==> src/common/periph_pkg.sv <==
/*
 * Shared widths, address map and register offsets of the peripheral subsystem
 * Enums for regions, UART registers and UART shifter states
 */
package periph_pkg;

    // APB bus
    parameter int ApbAddrWidth = 12;
    parameter int ApbDataWidth = 32;

    // Region field of the address, word offset below it
    parameter int RegionMsb = 11;
    parameter int RegionLsb = 8;
    parameter int WordWidth = RegionLsb - 2;

    typedef enum logic [RegionMsb-RegionLsb:0] {
        REGION_PLIC  = 4'd0,
        REGION_UART  = 4'd1,
        REGION_TIMER = 4'd2
    } region_e;

    parameter logic [ApbDataWidth-1:0] ErrFill = 32'hDEADBEEF;

    // --------------------------------------------------------------------------
    // UART
    // --------------------------------------------------------------------------
    typedef enum logic [WordWidth-1:0] {
        UART_TXDATA  = 6'd0,
        UART_RXDATA  = 6'd1,
        UART_STATUS  = 6'd2,
        UART_DIVISOR = 6'd3
    } uart_reg_e;

    typedef enum logic [1:0] {
        UART_IDLE,
        UART_START,
        UART_DATA,
        UART_STOP
    } uart_state_e;

    parameter logic [15:0] UartDivReset = 16'd16; // Clocks per bit

    // --------------------------------------------------------------------------
    // PLIC and timers
    // --------------------------------------------------------------------------
    parameter int PrioWidth      = 3;
    parameter int PlicPrioBase   = 0;  // Source n at word n
    parameter int PlicPending    = 15;
    parameter int PlicTargetBase = 16; // Enable, threshold, claim per target

    parameter int TimerStatus    = 31;

endpackage

==> src/common/apb_if.sv <==
/*
 * APB interface between the decoder and one peer
 */
`timescale 1ns/10ps

interface apb_if import periph_pkg::*; ();

    logic                    psel;
    logic                    penable;
    logic                    pwrite;
    logic [RegionLsb-1:0]    paddr;   // Offset within the region
    logic [ApbDataWidth-1:0] pwdata;
    logic [ApbDataWidth-1:0] prdata;
    logic                    pready;
    logic                    pslverr;

    modport master (
        output psel, penable, pwrite, paddr, pwdata,
        input  prdata, pready, pslverr
    );

    modport slave (
        input  psel, penable, pwrite, paddr, pwdata,
        output prdata, pready, pslverr
    );

endinterface

==> src/logic/apb_decoder.sv <==
/*
 * APB region decoder for PLIC, UART and timers
 * Unmapped regions answer with an error and a filler word
 */
`timescale 1ns/10ps

module apb_decoder import periph_pkg::*; (
    input  logic                    clk_i,
    input  logic                    rst_i,
    input  logic                    psel_i,
    input  logic                    penable_i,
    input  logic                    pwrite_i,
    input  logic [ApbAddrWidth-1:0] paddr_i,
    input  logic [ApbDataWidth-1:0] pwdata_i,
    output logic [ApbDataWidth-1:0] prdata_o,
    output logic                    pready_o,
    output logic                    pslverr_o,
    apb_if.master                   plic_o,
    apb_if.master                   uart_o,
    apb_if.master                   timer_o
);

    region_e region;
    logic    access;

    assign region = region_e'(paddr_i[RegionMsb:RegionLsb]);
    assign access = psel_i & penable_i;

    // Request side is shared, only psel is steered
    assign plic_o.penable  = penable_i;
    assign plic_o.pwrite   = pwrite_i;
    assign plic_o.paddr    = paddr_i[RegionLsb-1:0];
    assign plic_o.pwdata   = pwdata_i;
    assign uart_o.penable  = penable_i;
    assign uart_o.pwrite   = pwrite_i;
    assign uart_o.paddr    = paddr_i[RegionLsb-1:0];
    assign uart_o.pwdata   = pwdata_i;
    assign timer_o.penable = penable_i;
    assign timer_o.pwrite  = pwrite_i;
    assign timer_o.paddr   = paddr_i[RegionLsb-1:0];
    assign timer_o.pwdata  = pwdata_i;

    always_comb begin
        plic_o.psel  = 1'b0;
        uart_o.psel  = 1'b0;
        timer_o.psel = 1'b0;
        prdata_o     = ErrFill;   // Unmapped answer
        pready_o     = access;
        pslverr_o    = access;
        case (region)
            REGION_PLIC: begin
                plic_o.psel = psel_i;
                prdata_o    = plic_o.prdata;
                pready_o    = plic_o.pready;
                pslverr_o   = plic_o.pslverr;
            end
            REGION_UART: begin
                uart_o.psel = psel_i;
                prdata_o    = uart_o.prdata;
                pready_o    = uart_o.pready;
                pslverr_o   = uart_o.pslverr;
            end
            REGION_TIMER: begin
                timer_o.psel = psel_i;
                prdata_o     = timer_o.prdata;
                pready_o     = timer_o.pready;
                pslverr_o    = timer_o.pslverr;
            end
            default: ;
        endcase
    end

endmodule

==> src/logic/soc_peripherals.sv <==
/*
 * Peripheral subsystem top level
 * APB decoder with UART, compare timers and PLIC as peers
 */
`timescale 1ns/10ps

module soc_peripherals import periph_pkg::*; #(
    parameter int NumTimers  = 2,
    parameter int NumTargets = 2
) (
    input  logic                    clk_i,
    input  logic                    rst_i,
    input  logic                    psel_i,
    input  logic                    penable_i,
    input  logic                    pwrite_i,
    input  logic [ApbAddrWidth-1:0] paddr_i,
    input  logic [ApbDataWidth-1:0] pwdata_i,
    output logic [ApbDataWidth-1:0] prdata_o,
    output logic                    pready_o,
    output logic                    pslverr_o,
    output logic [NumTargets-1:0]   irq_o,
    input  logic                    rx_i,
    output logic                    tx_o
);

    localparam int NumSources = NumTimers + 1;

    logic                 rx_valid;
    logic [NumTimers-1:0] timer_pending;
    logic [NumSources:1]  irq_sources;

    apb_if plic_bus ();
    apb_if uart_bus ();
    apb_if timer_bus ();

    // Source 1 is the UART receiver, timers follow
    assign irq_sources = {timer_pending, rx_valid};

    apb_decoder i_apb_decoder (
        .clk_i     ( clk_i     ),
        .rst_i     ( rst_i     ),
        .psel_i    ( psel_i    ),
        .penable_i ( penable_i ),
        .pwrite_i  ( pwrite_i  ),
        .paddr_i   ( paddr_i   ),
        .pwdata_i  ( pwdata_i  ),
        .prdata_o  ( prdata_o  ),
        .pready_o  ( pready_o  ),
        .pslverr_o ( pslverr_o ),
        .plic_o    ( plic_bus  ),
        .uart_o    ( uart_bus  ),
        .timer_o   ( timer_bus )
    );

    uart_core i_uart (
        .clk_i      ( clk_i    ),
        .rst_i      ( rst_i    ),
        .bus_i      ( uart_bus ),
        .rx_i       ( rx_i     ),
        .tx_o       ( tx_o     ),
        .rx_valid_o ( rx_valid )
    );

    timer_bank #(
        .NumTimers ( NumTimers )
    ) i_timer (
        .clk_i     ( clk_i         ),
        .rst_i     ( rst_i         ),
        .bus_i     ( timer_bus     ),
        .pending_o ( timer_pending )
    );

    plic_core #(
        .NumSources ( NumSources ),
        .NumTargets ( NumTargets )
    ) i_plic (
        .clk_i     ( clk_i       ),
        .rst_i     ( rst_i       ),
        .bus_i     ( plic_bus    ),
        .sources_i ( irq_sources ),
        .irq_o     ( irq_o       )
    );

endmodule

==> src/plic/plic_core.sv <==
/*
 * Level-triggered PLIC with per-target enables and thresholds
 * Claim returns the best pending source, complete releases it
 */
`timescale 1ns/10ps

module plic_core import periph_pkg::*; #(
    parameter int NumSources = 3,
    parameter int NumTargets = 2
) (
    input  logic                  clk_i,
    input  logic                  rst_i,
    apb_if.slave                  bus_i,
    input  logic [NumSources:1]   sources_i,
    output logic [NumTargets-1:0] irq_o
);

    localparam int IdWidth = $clog2(NumSources + 1);

    logic [WordWidth-1:0] word;
    logic                 wr;
    logic                 rd;
    logic [PrioWidth-1:0] prio [1:NumSources];
    logic [NumSources:1]  pending;
    logic [NumSources:1]  in_service;
    logic [NumSources:1]  enable [NumTargets];
    logic [PrioWidth-1:0] threshold [NumTargets];
    logic [IdWidth-1:0]   claim_id [NumTargets];
    logic [NumSources:1]  claim_mask;
    logic [NumSources:1]  complete_mask;

    assign word = bus_i.paddr[RegionLsb-1:2];
    assign wr   = bus_i.psel & bus_i.penable & bus_i.pwrite;
    assign rd   = bus_i.psel & bus_i.penable & ~bus_i.pwrite;

    assign bus_i.pready  = bus_i.psel & bus_i.penable;
    assign bus_i.pslverr = 1'b0;

    // Highest priority above threshold, lowest id on a tie
    always_comb begin
        logic [PrioWidth-1:0] best_prio;
        for (int t = 0; t < NumTargets; t++) begin
            best_prio   = '0;
            claim_id[t] = '0;
            for (int s = NumSources; s >= 1; s--) begin
                if (pending[s] && enable[t][s] && prio[s] > threshold[t] &&
                    prio[s] >= best_prio) begin
                    best_prio   = prio[s];
                    claim_id[t] = IdWidth'(s);
                end
            end
        end
    end

    always_comb begin
        claim_mask    = '0;
        complete_mask = '0;
        for (int t = 0; t < NumTargets; t++) begin
            for (int s = 1; s <= NumSources; s++) begin
                if (word == PlicTargetBase + 4 * t + 2) begin
                    if (rd && claim_id[t] == IdWidth'(s)) claim_mask[s] = 1'b1;
                    if (wr && bus_i.pwdata == s) complete_mask[s] = 1'b1;
                end
            end
        end
    end

    always_ff @(posedge clk_i) begin
        if (rst_i) begin
            pending    <= '0;
            in_service <= '0;
            irq_o      <= '0;
            for (int s = 1; s <= NumSources; s++) prio[s] <= '0;
            for (int t = 0; t < NumTargets; t++) begin
                enable[t]    <= '0;
                threshold[t] <= '0;
            end
        end else begin
            // Gateways
            pending    <= (pending | (sources_i & ~in_service)) & ~claim_mask;
            in_service <= (in_service | claim_mask) & ~complete_mask;
            for (int s = 1; s <= NumSources; s++) begin
                if (wr && word == PlicPrioBase + s) prio[s] <= bus_i.pwdata[PrioWidth-1:0];
            end
            for (int t = 0; t < NumTargets; t++) begin
                irq_o[t] <= (claim_id[t] != '0);
                if (wr && word == PlicTargetBase + 4 * t) begin
                    enable[t] <= bus_i.pwdata[NumSources:1];
                end
                if (wr && word == PlicTargetBase + 4 * t + 1) begin
                    threshold[t] <= bus_i.pwdata[PrioWidth-1:0];
                end
            end
        end
    end

    always_comb begin
        bus_i.prdata = '0;
        if (word == PlicPending) bus_i.prdata[NumSources:0] = {pending, 1'b0};
        for (int s = 1; s <= NumSources; s++) begin
            if (word == PlicPrioBase + s) bus_i.prdata[PrioWidth-1:0] = prio[s];
        end
        for (int t = 0; t < NumTargets; t++) begin
            if (word == PlicTargetBase + 4 * t) bus_i.prdata[NumSources:0] = {enable[t], 1'b0};
            if (word == PlicTargetBase + 4 * t + 1) bus_i.prdata[PrioWidth-1:0] = threshold[t];
            if (word == PlicTargetBase + 4 * t + 2) bus_i.prdata[IdWidth-1:0] = claim_id[t];
        end
    end

endmodule

==> src/timer/timer_bank.sv <==
/*
 * Bank of compare timers with sticky pending bits
 */
`timescale 1ns/10ps

module timer_bank import periph_pkg::*; #(
    parameter int NumTimers = 2
) (
    input  logic                 clk_i,
    input  logic                 rst_i,
    apb_if.slave                 bus_i,
    output logic [NumTimers-1:0] pending_o
);

    logic [WordWidth-1:0] word;
    logic [WordWidth-3:0] idx;
    logic [1:0]           sub;
    logic                 wr;
    logic [31:0]          count   [NumTimers];
    logic [31:0]          compare [NumTimers];
    logic [NumTimers-1:0] enable;
    logic [NumTimers-1:0] hit;
    logic [NumTimers-1:0] clear;

    assign word = bus_i.paddr[RegionLsb-1:2];
    assign idx  = word[WordWidth-1:2];   // Timer number
    assign sub  = word[1:0];             // Count, compare, control
    assign wr   = bus_i.psel & bus_i.penable & bus_i.pwrite;

    assign bus_i.pready  = bus_i.psel & bus_i.penable;
    assign bus_i.pslverr = 1'b0;

    always_comb begin
        for (int i = 0; i < NumTimers; i++) begin
            hit[i] = enable[i] && count[i] == compare[i];
        end
        clear = (wr && word == TimerStatus) ? bus_i.pwdata[NumTimers-1:0] : '0;
    end

    always_ff @(posedge clk_i) begin
        if (rst_i) begin
            enable    <= '0;
            pending_o <= '0;
            for (int i = 0; i < NumTimers; i++) begin
                count[i]   <= '0;
                compare[i] <= '0;
            end
        end else begin
            pending_o <= (pending_o & ~clear) | hit; // A new match wins over clear
            for (int i = 0; i < NumTimers; i++) begin
                if (hit[i]) begin
                    count[i] <= '0;
                end else if (enable[i]) begin
                    count[i] <= count[i] + 32'd1;
                end
                if (wr && int'(idx) == i) begin
                    case (sub)
                        2'd0: count[i]   <= bus_i.pwdata;
                        2'd1: compare[i] <= bus_i.pwdata;
                        2'd2: enable[i]  <= bus_i.pwdata[0];
                        default: ;
                    endcase
                end
            end
        end
    end

    always_comb begin
        bus_i.prdata = '0;
        if (word == TimerStatus) begin
            bus_i.prdata[NumTimers-1:0] = pending_o;
        end else begin
            for (int i = 0; i < NumTimers; i++) begin
                if (int'(idx) == i) begin
                    case (sub)
                        2'd0: bus_i.prdata    = count[i];
                        2'd1: bus_i.prdata    = compare[i];
                        2'd2: bus_i.prdata[0] = enable[i];
                        default: ;
                    endcase
                end
            end
        end
    end

endmodule

==> src/uart/uart_core.sv <==
/*
 * UART with APB registers, 8N1 frames, LSB first
 * Programmable baud divisor, receiver samples at mid-bit
 */
`timescale 1ns/10ps

module uart_core import periph_pkg::*; (
    input  logic clk_i,
    input  logic rst_i,
    apb_if.slave bus_i,
    input  logic rx_i,
    output logic tx_o,
    output logic rx_valid_o
);

    logic [WordWidth-1:0] word;
    logic                 wr;
    logic                 rd;
    logic [15:0]          divisor;
    uart_state_e          tx_state;
    logic [15:0]          tx_cnt;
    logic [2:0]           tx_bit;
    logic [7:0]           tx_shift;
    logic                 tx_busy;
    logic                 tx_start;
    logic                 tx_tick;
    uart_state_e          rx_state;
    logic [15:0]          rx_cnt;
    logic [2:0]           rx_bit;
    logic [7:0]           rx_shift;
    logic [7:0]           rx_data;
    logic [1:0]           rx_sync;
    logic                 rx_tick;
    logic                 rx_mid;

    assign word = bus_i.paddr[RegionLsb-1:2];
    assign wr   = bus_i.psel & bus_i.penable & bus_i.pwrite;
    assign rd   = bus_i.psel & bus_i.penable & ~bus_i.pwrite;

    assign bus_i.pready  = bus_i.psel & bus_i.penable;
    assign bus_i.pslverr = 1'b0;

    always_comb begin
        bus_i.prdata = '0;
        case (uart_reg_e'(word))
            UART_RXDATA:  bus_i.prdata[7:0]  = rx_data;
            UART_STATUS:  bus_i.prdata[1:0]  = {rx_valid_o, tx_busy};
            UART_DIVISOR: bus_i.prdata[15:0] = divisor;
            default: ;
        endcase
    end

    always_ff @(posedge clk_i) begin
        if (rst_i) begin
            divisor <= UartDivReset;
        end else if (wr && word == UART_DIVISOR) begin
            divisor <= bus_i.pwdata[15:0];
        end
    end

    // --------------------------------------------------------------------------
    // Transmitter
    // --------------------------------------------------------------------------
    assign tx_busy  = (tx_state != UART_IDLE);
    assign tx_start = wr && word == UART_TXDATA && !tx_busy; // Dropped while busy
    assign tx_tick  = (tx_cnt == divisor - 16'd1);
    assign tx_o     = (tx_state == UART_START) ? 1'b0 :
                      (tx_state == UART_DATA)  ? tx_shift[0] : 1'b1;

    always_ff @(posedge clk_i) begin
        if (rst_i) begin
            tx_state <= UART_IDLE;
            tx_cnt   <= '0;
            tx_bit   <= '0;
        end else if (!tx_busy) begin
            tx_cnt <= '0;
            tx_bit <= '0;
            if (tx_start) tx_state <= UART_START;
        end else if (tx_tick) begin
            tx_cnt <= '0;
            case (tx_state)
                UART_START: tx_state <= UART_DATA;
                UART_DATA: begin
                    tx_bit <= tx_bit + 3'd1;
                    if (tx_bit == 3'd7) tx_state <= UART_STOP;
                end
                default: tx_state <= UART_IDLE;  // End of stop bit
            endcase
        end else begin
            tx_cnt <= tx_cnt + 16'd1;
        end
    end

    always_ff @(posedge clk_i) begin
        if (tx_start) begin
            tx_shift <= bus_i.pwdata[7:0];
        end else if (tx_state == UART_DATA && tx_tick) begin
            tx_shift <= tx_shift >> 1;
        end
    end

    // --------------------------------------------------------------------------
    // Receiver
    // --------------------------------------------------------------------------
    assign rx_tick = (rx_cnt == divisor - 16'd1);
    assign rx_mid  = (rx_cnt == (divisor >> 1) - 16'd1);

    always_ff @(posedge clk_i) begin
        if (rst_i) begin
            rx_sync    <= 2'b11;
            rx_state   <= UART_IDLE;
            rx_cnt     <= '0;
            rx_bit     <= '0;
            rx_valid_o <= 1'b0;
        end else begin
            rx_sync <= {rx_sync[0], rx_i};
            rx_cnt  <= rx_cnt + 16'd1;
            if (rd && word == UART_RXDATA) rx_valid_o <= 1'b0;
            case (rx_state)
                UART_IDLE: begin
                    rx_cnt <= '0;
                    if (!rx_sync[1]) rx_state <= UART_START;
                end
                UART_START: if (rx_mid) begin
                    rx_cnt   <= '0;
                    rx_bit   <= '0;
                    rx_state <= rx_sync[1] ? UART_IDLE : UART_DATA; // Glitch rejected
                end
                UART_DATA: if (rx_tick) begin
                    rx_cnt <= '0;
                    rx_bit <= rx_bit + 3'd1;
                    if (rx_bit == 3'd7) rx_state <= UART_STOP;
                end
                default: if (rx_tick) begin
                    rx_state <= UART_IDLE;
                    if (rx_sync[1]) rx_valid_o <= 1'b1;  // Good stop bit
                end
            endcase
        end
    end

    always_ff @(posedge clk_i) begin
        if (rx_state == UART_DATA && rx_tick) rx_shift <= {rx_sync[1], rx_shift[7:1]};
        if (rx_state == UART_STOP && rx_tick && rx_sync[1]) rx_data <= rx_shift;
    end

endmodule

==> config.mk <==
export PLATFORM = sky130hd
export DESIGN_NAME = soc_peripherals
export DESIGN_NICKNAME = d
export VERILOG_FILES = /design/src/common/periph_pkg.sv /design/src/common/apb_if.sv /design/src/logic/apb_decoder.sv /design/src/logic/soc_peripherals.sv /design/src/plic/plic_core.sv /design/src/timer/timer_bank.sv /design/src/uart/uart_core.sv
export SDC_FILE = /design/constraint.sdc
export NUM_CORES = 1
export LEC_CHECK = 0
export ABC_CLOCK_PERIOD_IN_PS = 6600
export BUFFER_PORTS_ARGS = -buffer_cell sky130_fd_sc_hd__buf_2
export CAP_MARGIN = 10
export CORE_MARGIN = 8
export CORE_UTILIZATION = 40
export CTS_CLUSTER_DIAMETER = 150
export CTS_CLUSTER_SIZE = 10
export DETAILED_ROUTE_END_ITERATION = 16
export PLACE_DENSITY = 0.67
export SLEW_MARGIN = 5
export SYNTH_ARGS = -nofsm -noshare
export SYNTH_HDL_FRONTEND = slang
export SYNTH_SLANG_ARGS = --single-unit
export TNS_END_PERCENT = 10
==> constraint.sdc <==
create_clock -name clk_i -period 6.6 [get_ports clk_i]
set_clock_uncertainty 0.05 [all_clocks]
set_input_delay 1.32 -clock clk_i [delete_from_list [all_inputs] [get_ports clk_i]]
set_output_delay 1.32 -clock clk_i [all_outputs]
set_load 0.01 [all_outputs]
# ---- Word-level counts from Yosys, hierarchy flattened
# Memory sizes are Yosys's and may differ from the RTL's.
# Cells that the tools add are included.
dict set report totals {
  reg_bits 97
  mem_bits_rw 149
  input_bits 50
  output_inout_bits 37
  elab_cells 346
  mem_count 5
}
# memory depth width read_ports rd_ports_with_merged_regs write_ports line_no
set memory_table {}
lappend memory_table {i_timer.compare 2 32 2 0 2 timer_bank.sv:20} ;# logic [31:0] compare [NumTimers];
lappend memory_table {i_timer.count 2 32 2 0 2 timer_bank.sv:19} ;# logic [31:0] count [NumTimers];
lappend memory_table {i_plic.prio 3 3 3 0 3 plic_core.sv:23} ;# logic [PrioWidth-1:0] prio [1:NumSources];
lappend memory_table {i_plic.enable 2 3 2 0 2 plic_core.sv:26} ;# logic [NumSources:1] enable [NumTargets];
lappend memory_table {i_plic.threshold 2 3 2 0 2 plic_core.sv:27} ;# logic [PrioWidth-1:0] threshold [NumTargets];
dict set report classes {
  add_sub_neg 8
  order_cmp 11
  eq_ne 43
  mux 154
  n_bitwise 37
  n_reduce_logical 70
}
# cell n
set op_table {}
lappend op_table {{32-bit 2-to-1 mux} 10}
lappend op_table {{31-bit case mux with 2 select lines} 2}
lappend op_table {{32-bit case mux with 3 select lines} 1}
lappend op_table {{1-bit 2-to-1 mux} 85}
lappend op_table {{32-bit by 1-bit adder with 32-bit output (second input constant)} 2}
lappend op_table {{32-bit by 2-bit equality test with 1-bit output (second input constant)} 2}
lappend op_table {{32-bit equality test} 2}
lappend op_table {{3-bit 2-to-1 mux} 18}
lappend op_table {{16-bit equality test} 3}
lappend op_table {{16-bit case mux with 3 select lines} 1}
lappend op_table {{1-bit logical AND} 47}
lappend op_table {{6-bit by 5-bit equality test with 1-bit output (second input constant)} 7}
lappend op_table {{2-bit 2-to-1 mux} 20}
lappend op_table {{16-bit by 1-bit adder with 16-bit output (second input constant)} 2}
lappend op_table {{32-bit by 1-bit equality test with 1-bit output (second input constant)} 1}
lappend op_table {{16-bit 2-to-1 mux} 2}
lappend op_table {{30-bit 2-to-1 mux} 1}
lappend op_table {{8-bit 2-to-1 mux} 3}
lappend op_table {{3-bit > comparator} 6}
lappend op_table {{2-bit equality test (second input constant)} 8}
lappend op_table {{15-bit by 1-bit subtractor with 16-bit output (second input constant)} 1}
lappend op_table {{16-bit by 1-bit subtractor with 16-bit output (second input constant)} 1}
lappend op_table {{1-bit OR} 15}
lappend op_table {{6-bit by 2-bit equality test with 1-bit output (second input constant)} 2}
lappend op_table {{other kinds (37)} 81}

# ---- Logic depth before layout (Yosys ltp)
# Gate-level depths: netlist (run 1).
# An unclocked memory read counts as a cell.
dict set report depth {
  word_depth 19
  mapped_depth 25
  depth_no_buf 24
}

# ---- Modules after synthesis
# A second synthesis (run 1) with hierarchy kept.
dict set report unflattened {
  hier_cells 1960
  hier_area_um2 18410.2
}
# mod n_inst cells_each area_each_um2 seq_area_each_um2
set by_module_without_submodules {}
lappend by_module_without_submodules {timer_bank 1 755 8132.8 3923.8}
lappend by_module_without_submodules {uart_core 1 659 5715.5 1941.9}
lappend by_module_without_submodules {plic_core 1 282 2552.4 790.8}
lappend by_module_without_submodules {apb_decoder 1 264 2009.4 0.0}

# ---- Least setup slack after synthesis (run 1)
# Ideal clock, no wire load.
dict set report synth_timing {
  path_type {flip-flop to output port}
  start {reg, netlist name i_plic.prio[0][10]}
  end {out prdata_o[1]}
  arrival_time_ns 4.350
  t_required_ns 5.230
  setup_slack_ns 0.880
  stages_incl_launch_ff 21
  n_path_buf 0
  path_cell_list {edfxtp_1 -> ha_1 -> a21o_1 -> a21oi_1 -> a311oi_1 -> and2_1 -> ha_1 -> nand2b_1 -> a21oi_1 -> nor2b_1 -> o221ai_1 -> o21ai_0 -> ha_1 -> nand2b_1 -> a21oi_1 -> nor2b_1 -> o221ai_1 -> nand3_1 -> o211ai_1 -> a221oi_1 -> o21ai_0}
}
# element line_no
set synth_lines {}
lappend synth_lines {{end, declared} soc_peripherals.sv:18} ;# output logic [ApbDataWidth-1:0] prdata_o,

==> run metrics, run 1 <==
CTS tree=done; P_sw=0.886 mW; core area=38300 sq um; Seq/Total Area, Yosys=0.433; initial antenna violation count=1; area leader, netlist=edfxtp_1; Final Power=3.50 mW; drc violations=0; met2 usage=0.327; Worst setup SP type=register; P_leak=5.70 nW; Max Clk Rate=0.160 GHz; Slew Viols, Final=0; post-synthesis compound-gate area fraction=0.138; main area contributors after synthesis=edfxtp_1 (34%), dfxtp_1 (9.5%), xnor2_1 (6.4%), xor2_1 (5.4%), nand2_1 (5.1%); Via density=5.84; vias in the first global route=12300; Worst-Skew Late Latency=0.57 ns; Post-Syn Area per Cell=9.39 sq um; vias=12900; final-report setup violation count=0; minimum clock period=6.25 ns; drt total wl=46.8 mm; share of layout cells above drive strength 1=0.118; number of flops mapped to enable cells by yosys=173; Pint=2.62 mW; outcome=finished, final reports clean; logic gate share of total power=0.089; worst endpoint required time=5.23 ns; Max transition margin=0.205; area growth from synthesis to layout=11.4%; Crit Path Max Fanout=7; switch share=0.253; H-tree lvl count=1; Top Usage Layer GRT=met2; Post-Synth XOR/XNOR Area=0.127; mux contribution to synthesized area=0.0143; first-pass GRT wire length=72.3 mm; Gate Count Post-Synth=1639; Reg power frac=0.500; die width=212 um; drt wl/cell=21.2 um; clk sinks=246; final period utilization=0.947; Final Hold Slack=0.380 ns; Synth top cells by count=nand2_1 (210), edfxtp_1 (173), xnor2_1 (113), nor2_1 (110), o21ai_0 (96); Top FF cell, synth=edfxtp_1; PwrDens=205 nW/um^2; Starting Density=0.402; Adder-Cell Fraction of Synth Area=0.0399; ys async rst share=0; Net Count, Synth=1738; Hold Path Origin=i_uart.rx_shift[0]; Post-Syn Area=15400 sq um; Die Area=45000 sq um; Distinct cells, synth=79; maximum vdd drop=165 uV; total grt overflow=0; Global Route met3 Usage=0.0315; Clock transition at path regs=0.06 ns; I/O Pins=87; all-layer global routing usage=0.203; Final ANT Viol Nets=0; CP startpoint=i_plic.prio[0][10]; met1 Usage GRT=0.282; Synth Area in Simple Gates=0.206; routability cong.=0.940; Num CTS Buffers=28; final hold violation count=0; count leader, synth=nand2_1; FP Rows=72; CP arrival=4.88 ns; Clk pwr share=0.411; Yosys top cell area share=0.338; Setup CP Type=reg -> out; Root Buffer=clkbuf_16; CP Capture Type=primary output; number of max-cap violations=0; largest family of logic cells by synthesized area=simple AND/OR/NAND/NOR gates; ANT cells=0; # port buffers=84; post-DP HPWL=34.1 mm; YS warnings=0; Die H=212 um; fin nets=1772; TritonRoute pass-1 iters=5; #FFs+latches synth=246; Max clock buf depth=3; Worst Tran Pin Value=1.19 ns; HP Class=reg -> reg; largest net degree at the start of global routing=48; reg2reg start=i_plic.prio[0][10]; drt initial violations=1219
==> registers in the layout, summed over array words and instances (netlist names), 8 cells and up <==
register,flops
i_uart.rx_shift,8
i_uart.divisor,16
i_uart.rx_data,8
i_uart.tx_shift,8
i_timer.count,64
i_uart.rx_cnt,16
i_plic.prio,9
i_uart.tx_cnt,16
i_timer.compare,64
==> cell type report <==
| cell class | instances | area, sq um |
|---|---|---|
| multi-input cells | 1235 | 8160 |
| clock buffers | 49 | 801 |
| flip-flops and latches | 246 | 6660 |
| clock inverters | 1 | 16.3 |
| inverters | 44 | 165 |
| repair buffers | 118 | 679 |
| well taps | 518 | 648 |
| fillers | 3695 | 21200 |
==> cells in the final DEF (no fill, tap or decap), types with 13 or more instances in the layout <==
master,n
nor4_1,31
xor2_1,95
and2_1,49
edfxtp_1,173
a21oi_1,51
buf_4,33
a221o_1,15
buf_2,84
nor3_1,29
nor2b_1,19
nor2_1,107
nand4_1,43
and3_1,17
o21ai_0,94
a221oi_1,32
a211oi_1,13
inv_1,42
o22ai_1,35
clkbuf_16,29
xnor2_1,113
nand2_1,210
clkbuf_1,20
dfxtp_1,73
ha_1,46
mux2i_1,13
nand3_1,56
==> per-layer routing <==
metal / up-vias / part of all wire / wire length [um]
met3: 78 / 0.086 / 4040
met1: 6272 / 0.43 / 20200
met4: 0 / 0.026 / 1220
met2: 559 / 0.46 / 21400
li1: 6006 / - / -
met5: - / 0 / 0
==> power groups by stage <==
stage	sequential (mW)	combinational (mW)	clock, mW
floorplan	1.76	0.193	0
global placement	1.78	0.292	0
detailed placement	1.78	0.297	0
CTS	1.75	0.300	1.47
global route	1.76	0.336	1.52
finish	1.75	0.313	1.44
==> through the flow <==
stage	TNS, ns	cell area [sq um]	utilization	instances	setup WS (ns)
6_report	0	17100	0.447	2211	0.348
5_1_grt	-0.00674	17100	0.447	2211	-0.00674
4_1_cts	0	17000	0.444	2200	0.0761
3_5_place_dp	0	16200	0.422	2150	0.653
3_3_place_gp	0	16200	0.422	2150	0.691
2_1_floorplan	0	15400	-	1639	0.880
==> critical path: stages (launching register included) <==
cell and delay [ns]:
edfxtp_1 0.38, buf_6 0.16, ha_4 0.27, a21o_1 0.09, a21oi_1 0.06, a311oi_1 0.25, buf_4 0.19, inv_1 0.08
nor2_2 0.11, ha_1 0.23, nand2b_1 0.14, a21oi_1 0.14, nor2b_1 0.06, o221ai_1 0.17, buf_4 0.16, nand2_1 0.05
o21ai_0 0.07, ha_1 0.25, nand2b_1 0.16, a21oi_2 0.13, nor2b_1 0.06, o221ai_2 0.26, a21bo_2 0.26, a22oi_1 0.15
o22ai_1 0.11, a21o_1 0.20, buf_2 0.14
==> worst paths after layout <==
check,end,slack (ns),cells past startpoint
setup / recovery,prdata_o[0],0.35,26
hold / removal,i_uart.rx_data[0],0.38,0
setup reg to reg,i_plic.in_service[2],2.12,25
hold reg to reg,i_uart.rx_data[0],0.38,0
==> repair_timing <==
| action | 4_1_cts | 5_1_grt |
|---|---|---|
| hold buffers | 0 | 0 |
| buffers inserted | 0 | 11 |
| setup endpoints to repair | 0 | 2 |
| resized for setup | 0 | 12 |
==> cells by family after synthesis <==
group           count (synthesis)
fa+ha+maj                      49
flops                         246
mux                            21
buf+inv                       158
xor+xnor                      214
simple gates                  630
compound gates                321
(Power assumes the default switching activity.)
==> run 2: changes to the inputs <==
CORE_MARGIN = default   (was 8)
==> run metrics, run 2 (synthesis results as in run 1) <==
drc violations=0; Area after DPL=16200 sq um; H-tree lvl count=1; HP Class=reg -> reg; I/O Pins=87; drt total wl=46.7 mm; Crit Path Max Fanout=6; initial antenna violation count=1; vias in the first global route=12300; share of layout cells above drive strength 1=0.118; total grt overflow=0; Worst Tran Pin Value=1.17 ns; minimum clock period=6.37 ns; TritonRoute pass-1 iters=5; final-report setup violation count=0; largest net degree at the start of global routing=49; final instance area=17100 sq um; drt initial violations=1315; Hold Path Origin=i_uart.rx_shift[0]; Sequential cell area=6660 sq um; vias=13000; routability cong.=0.971; area growth from synthesis to layout=11.2%; all-layer global routing usage=0.236; P_leak=5.70 nW; number of max-cap violations=0; Setup CP Type=reg -> out; Worst Hold Depth=0; Slew Viols, Final=0; CTS tree=done; fillcell total=3641; Via density=5.90; depth of the worst register-to-register path=25; # port buffers=84; final period utilization=0.964; most frequent cells in the layout=nand2_1 (210), edfxtp_1 (173), xnor2_1 (113); CP arrival=5.00 ns; reg2reg end=i_plic.in_service[3]; ANT cells=0; Root Buffer=clkbuf_16; final hold violation count=0; post-DP HPWL=34.0 mm; Worst setup SP type=register; worst endpoint required time=5.23 ns; FP Rows=71; outcome=finished, final reports clean; die width=198 um; Worst-Skew Late Latency=0.57 ns; Clock transition at path regs=0.06 ns; Final Power=3.51 mW; Max clock buf depth=3; Regs by FF count=i_timer.compare: 64 flops, i_timer.count: 64 flops; reg2reg start=i_plic.prio[0][10]; worst hold endpoint=i_uart.rx_data[0]; Final ANT Viol Nets=0; clk sinks=246; first-pass GRT wire length=71.1 mm; maximum vdd drop=192 uV; drt wl/cell=21.2 um; footprint of the multi-input gates=8160 sq um; commonest non-fill, non-tap cell in the layout=nand2_1; Starting Density=0.407; core area=37800 sq um; Num CTS Buffers=28; CP Capture Type=primary output; PwrDens=205 nW/um^2; Max transition margin=0.217; R2R setup slack=1.84 ns; fin nets=1771; Die H=198 um; Max Clk Rate=0.157 GHz; Die Area=39200 sq um
[run 2: cell types whose count changed in the layout (fill, tap and decap cells not counted), sizes merged]
cell / previous run / this run
buf: 118 / 117
[run 2: per-stage QoR]
step           worst slack (ns)   util  TNS [ns]  std cells  hold slack [ns]
6_report                  0.234  0.453         0       2203            0.369
2_1_floorplan             0.880      -         0       1639            0.339
4_1_cts                  0.0166  0.450         0       2195            0.371
3_3_place_gp              0.587  0.428         0       2142            0.356
5_1_grt                 -0.0485  0.453   -0.0761       2203            0.387
3_5_place_dp              0.577  0.428         0       2142            0.359
[run 2: repair_timing]
item | 4_1_cts | 5_1_grt
pin swaps | 0 | 4
gates resized for setup | 0 | 12
endpoints found under the setup margin | 1 | 2
hold buffers | 0 | 0
buffers inserted | 3 | 8
[run 2: layout make-up]
type	instances	area share
Clock buffer	49	0.0468
Clock inverter	1	0.000951
Inverter	44	0.00965
Multi-Input combinational cell	1235	0.477
Sequential cell	246	0.389
Tap cell	511	0.0374
Timing Repair Buffer	117	0.0391
[run 2: worst max-delay path: stages (launching register included)]
cell	delay, ns
edfxtp_1	0.49
buf_4	0.18
ha_1	0.30
a21o_1	0.20
a21oi_2	0.14
a311oi_2	0.05
buf_4	0.16
and2_1	0.16
ha_1	0.26
nand2b_1	0.15
a21oi_2	0.14
nor2b_1	0.05
o221ai_1	0.16
buf_4	0.17
nand2_1	0.04
o21ai_0	0.07
ha_1	0.25
nand2b_1	0.16
a21oi_2	0.14
nor2b_1	0.07
o221ai_2	0.24
nand3_2	0.16
o211ai_1	0.26
a221oi_2	0.10
o21ai_1	0.15
buf_2	0.15
[run 2: report_power, final]
part | leakage, nW | switching [mW] | total [mW] | internal, mW
Clock | 0.388 | 0.635 | 1.45 | 0.814
Sequential | 2.28 | 0.0582 | 1.75 | 1.69
Combinational | 3.03 | 0.204 | 0.313 | 0.109
Total | 5.70 | 0.897 | 3.51 | 2.62
[run 2: worst max path at each step]
stage	from	endpoint	slack (ns)
global placement	i_plic.prio[0][10]	prdata_o[0]	0.59
finish	i_plic.prio[0][10]	prdata_o[1]	0.23
CTS	i_plic.prio[0][10]	prdata_o[0]	0.02
detailed placement	i_plic.prio[0][10]	prdata_o[0]	0.58
floorplan	i_plic.prio[0][10]	prdata_o[1]	0.88
global route	i_plic.prio[0][10]	prdata_o[1]	-0.05
[run 2: per-layer routing]
| metal | wire length, um | up-vias | track usage |
|---|---|---|---|
| met5 | 11 | - | 0 |
| met4 | 1190 | 2 | 0.0669 |
| met3 | 4090 | 84 | 0.0496 |
| met2 | 21900 | 575 | 0.388 |
| met1 | 19500 | 6334 | 0.311 |
| li1 | - | 6006 | - |
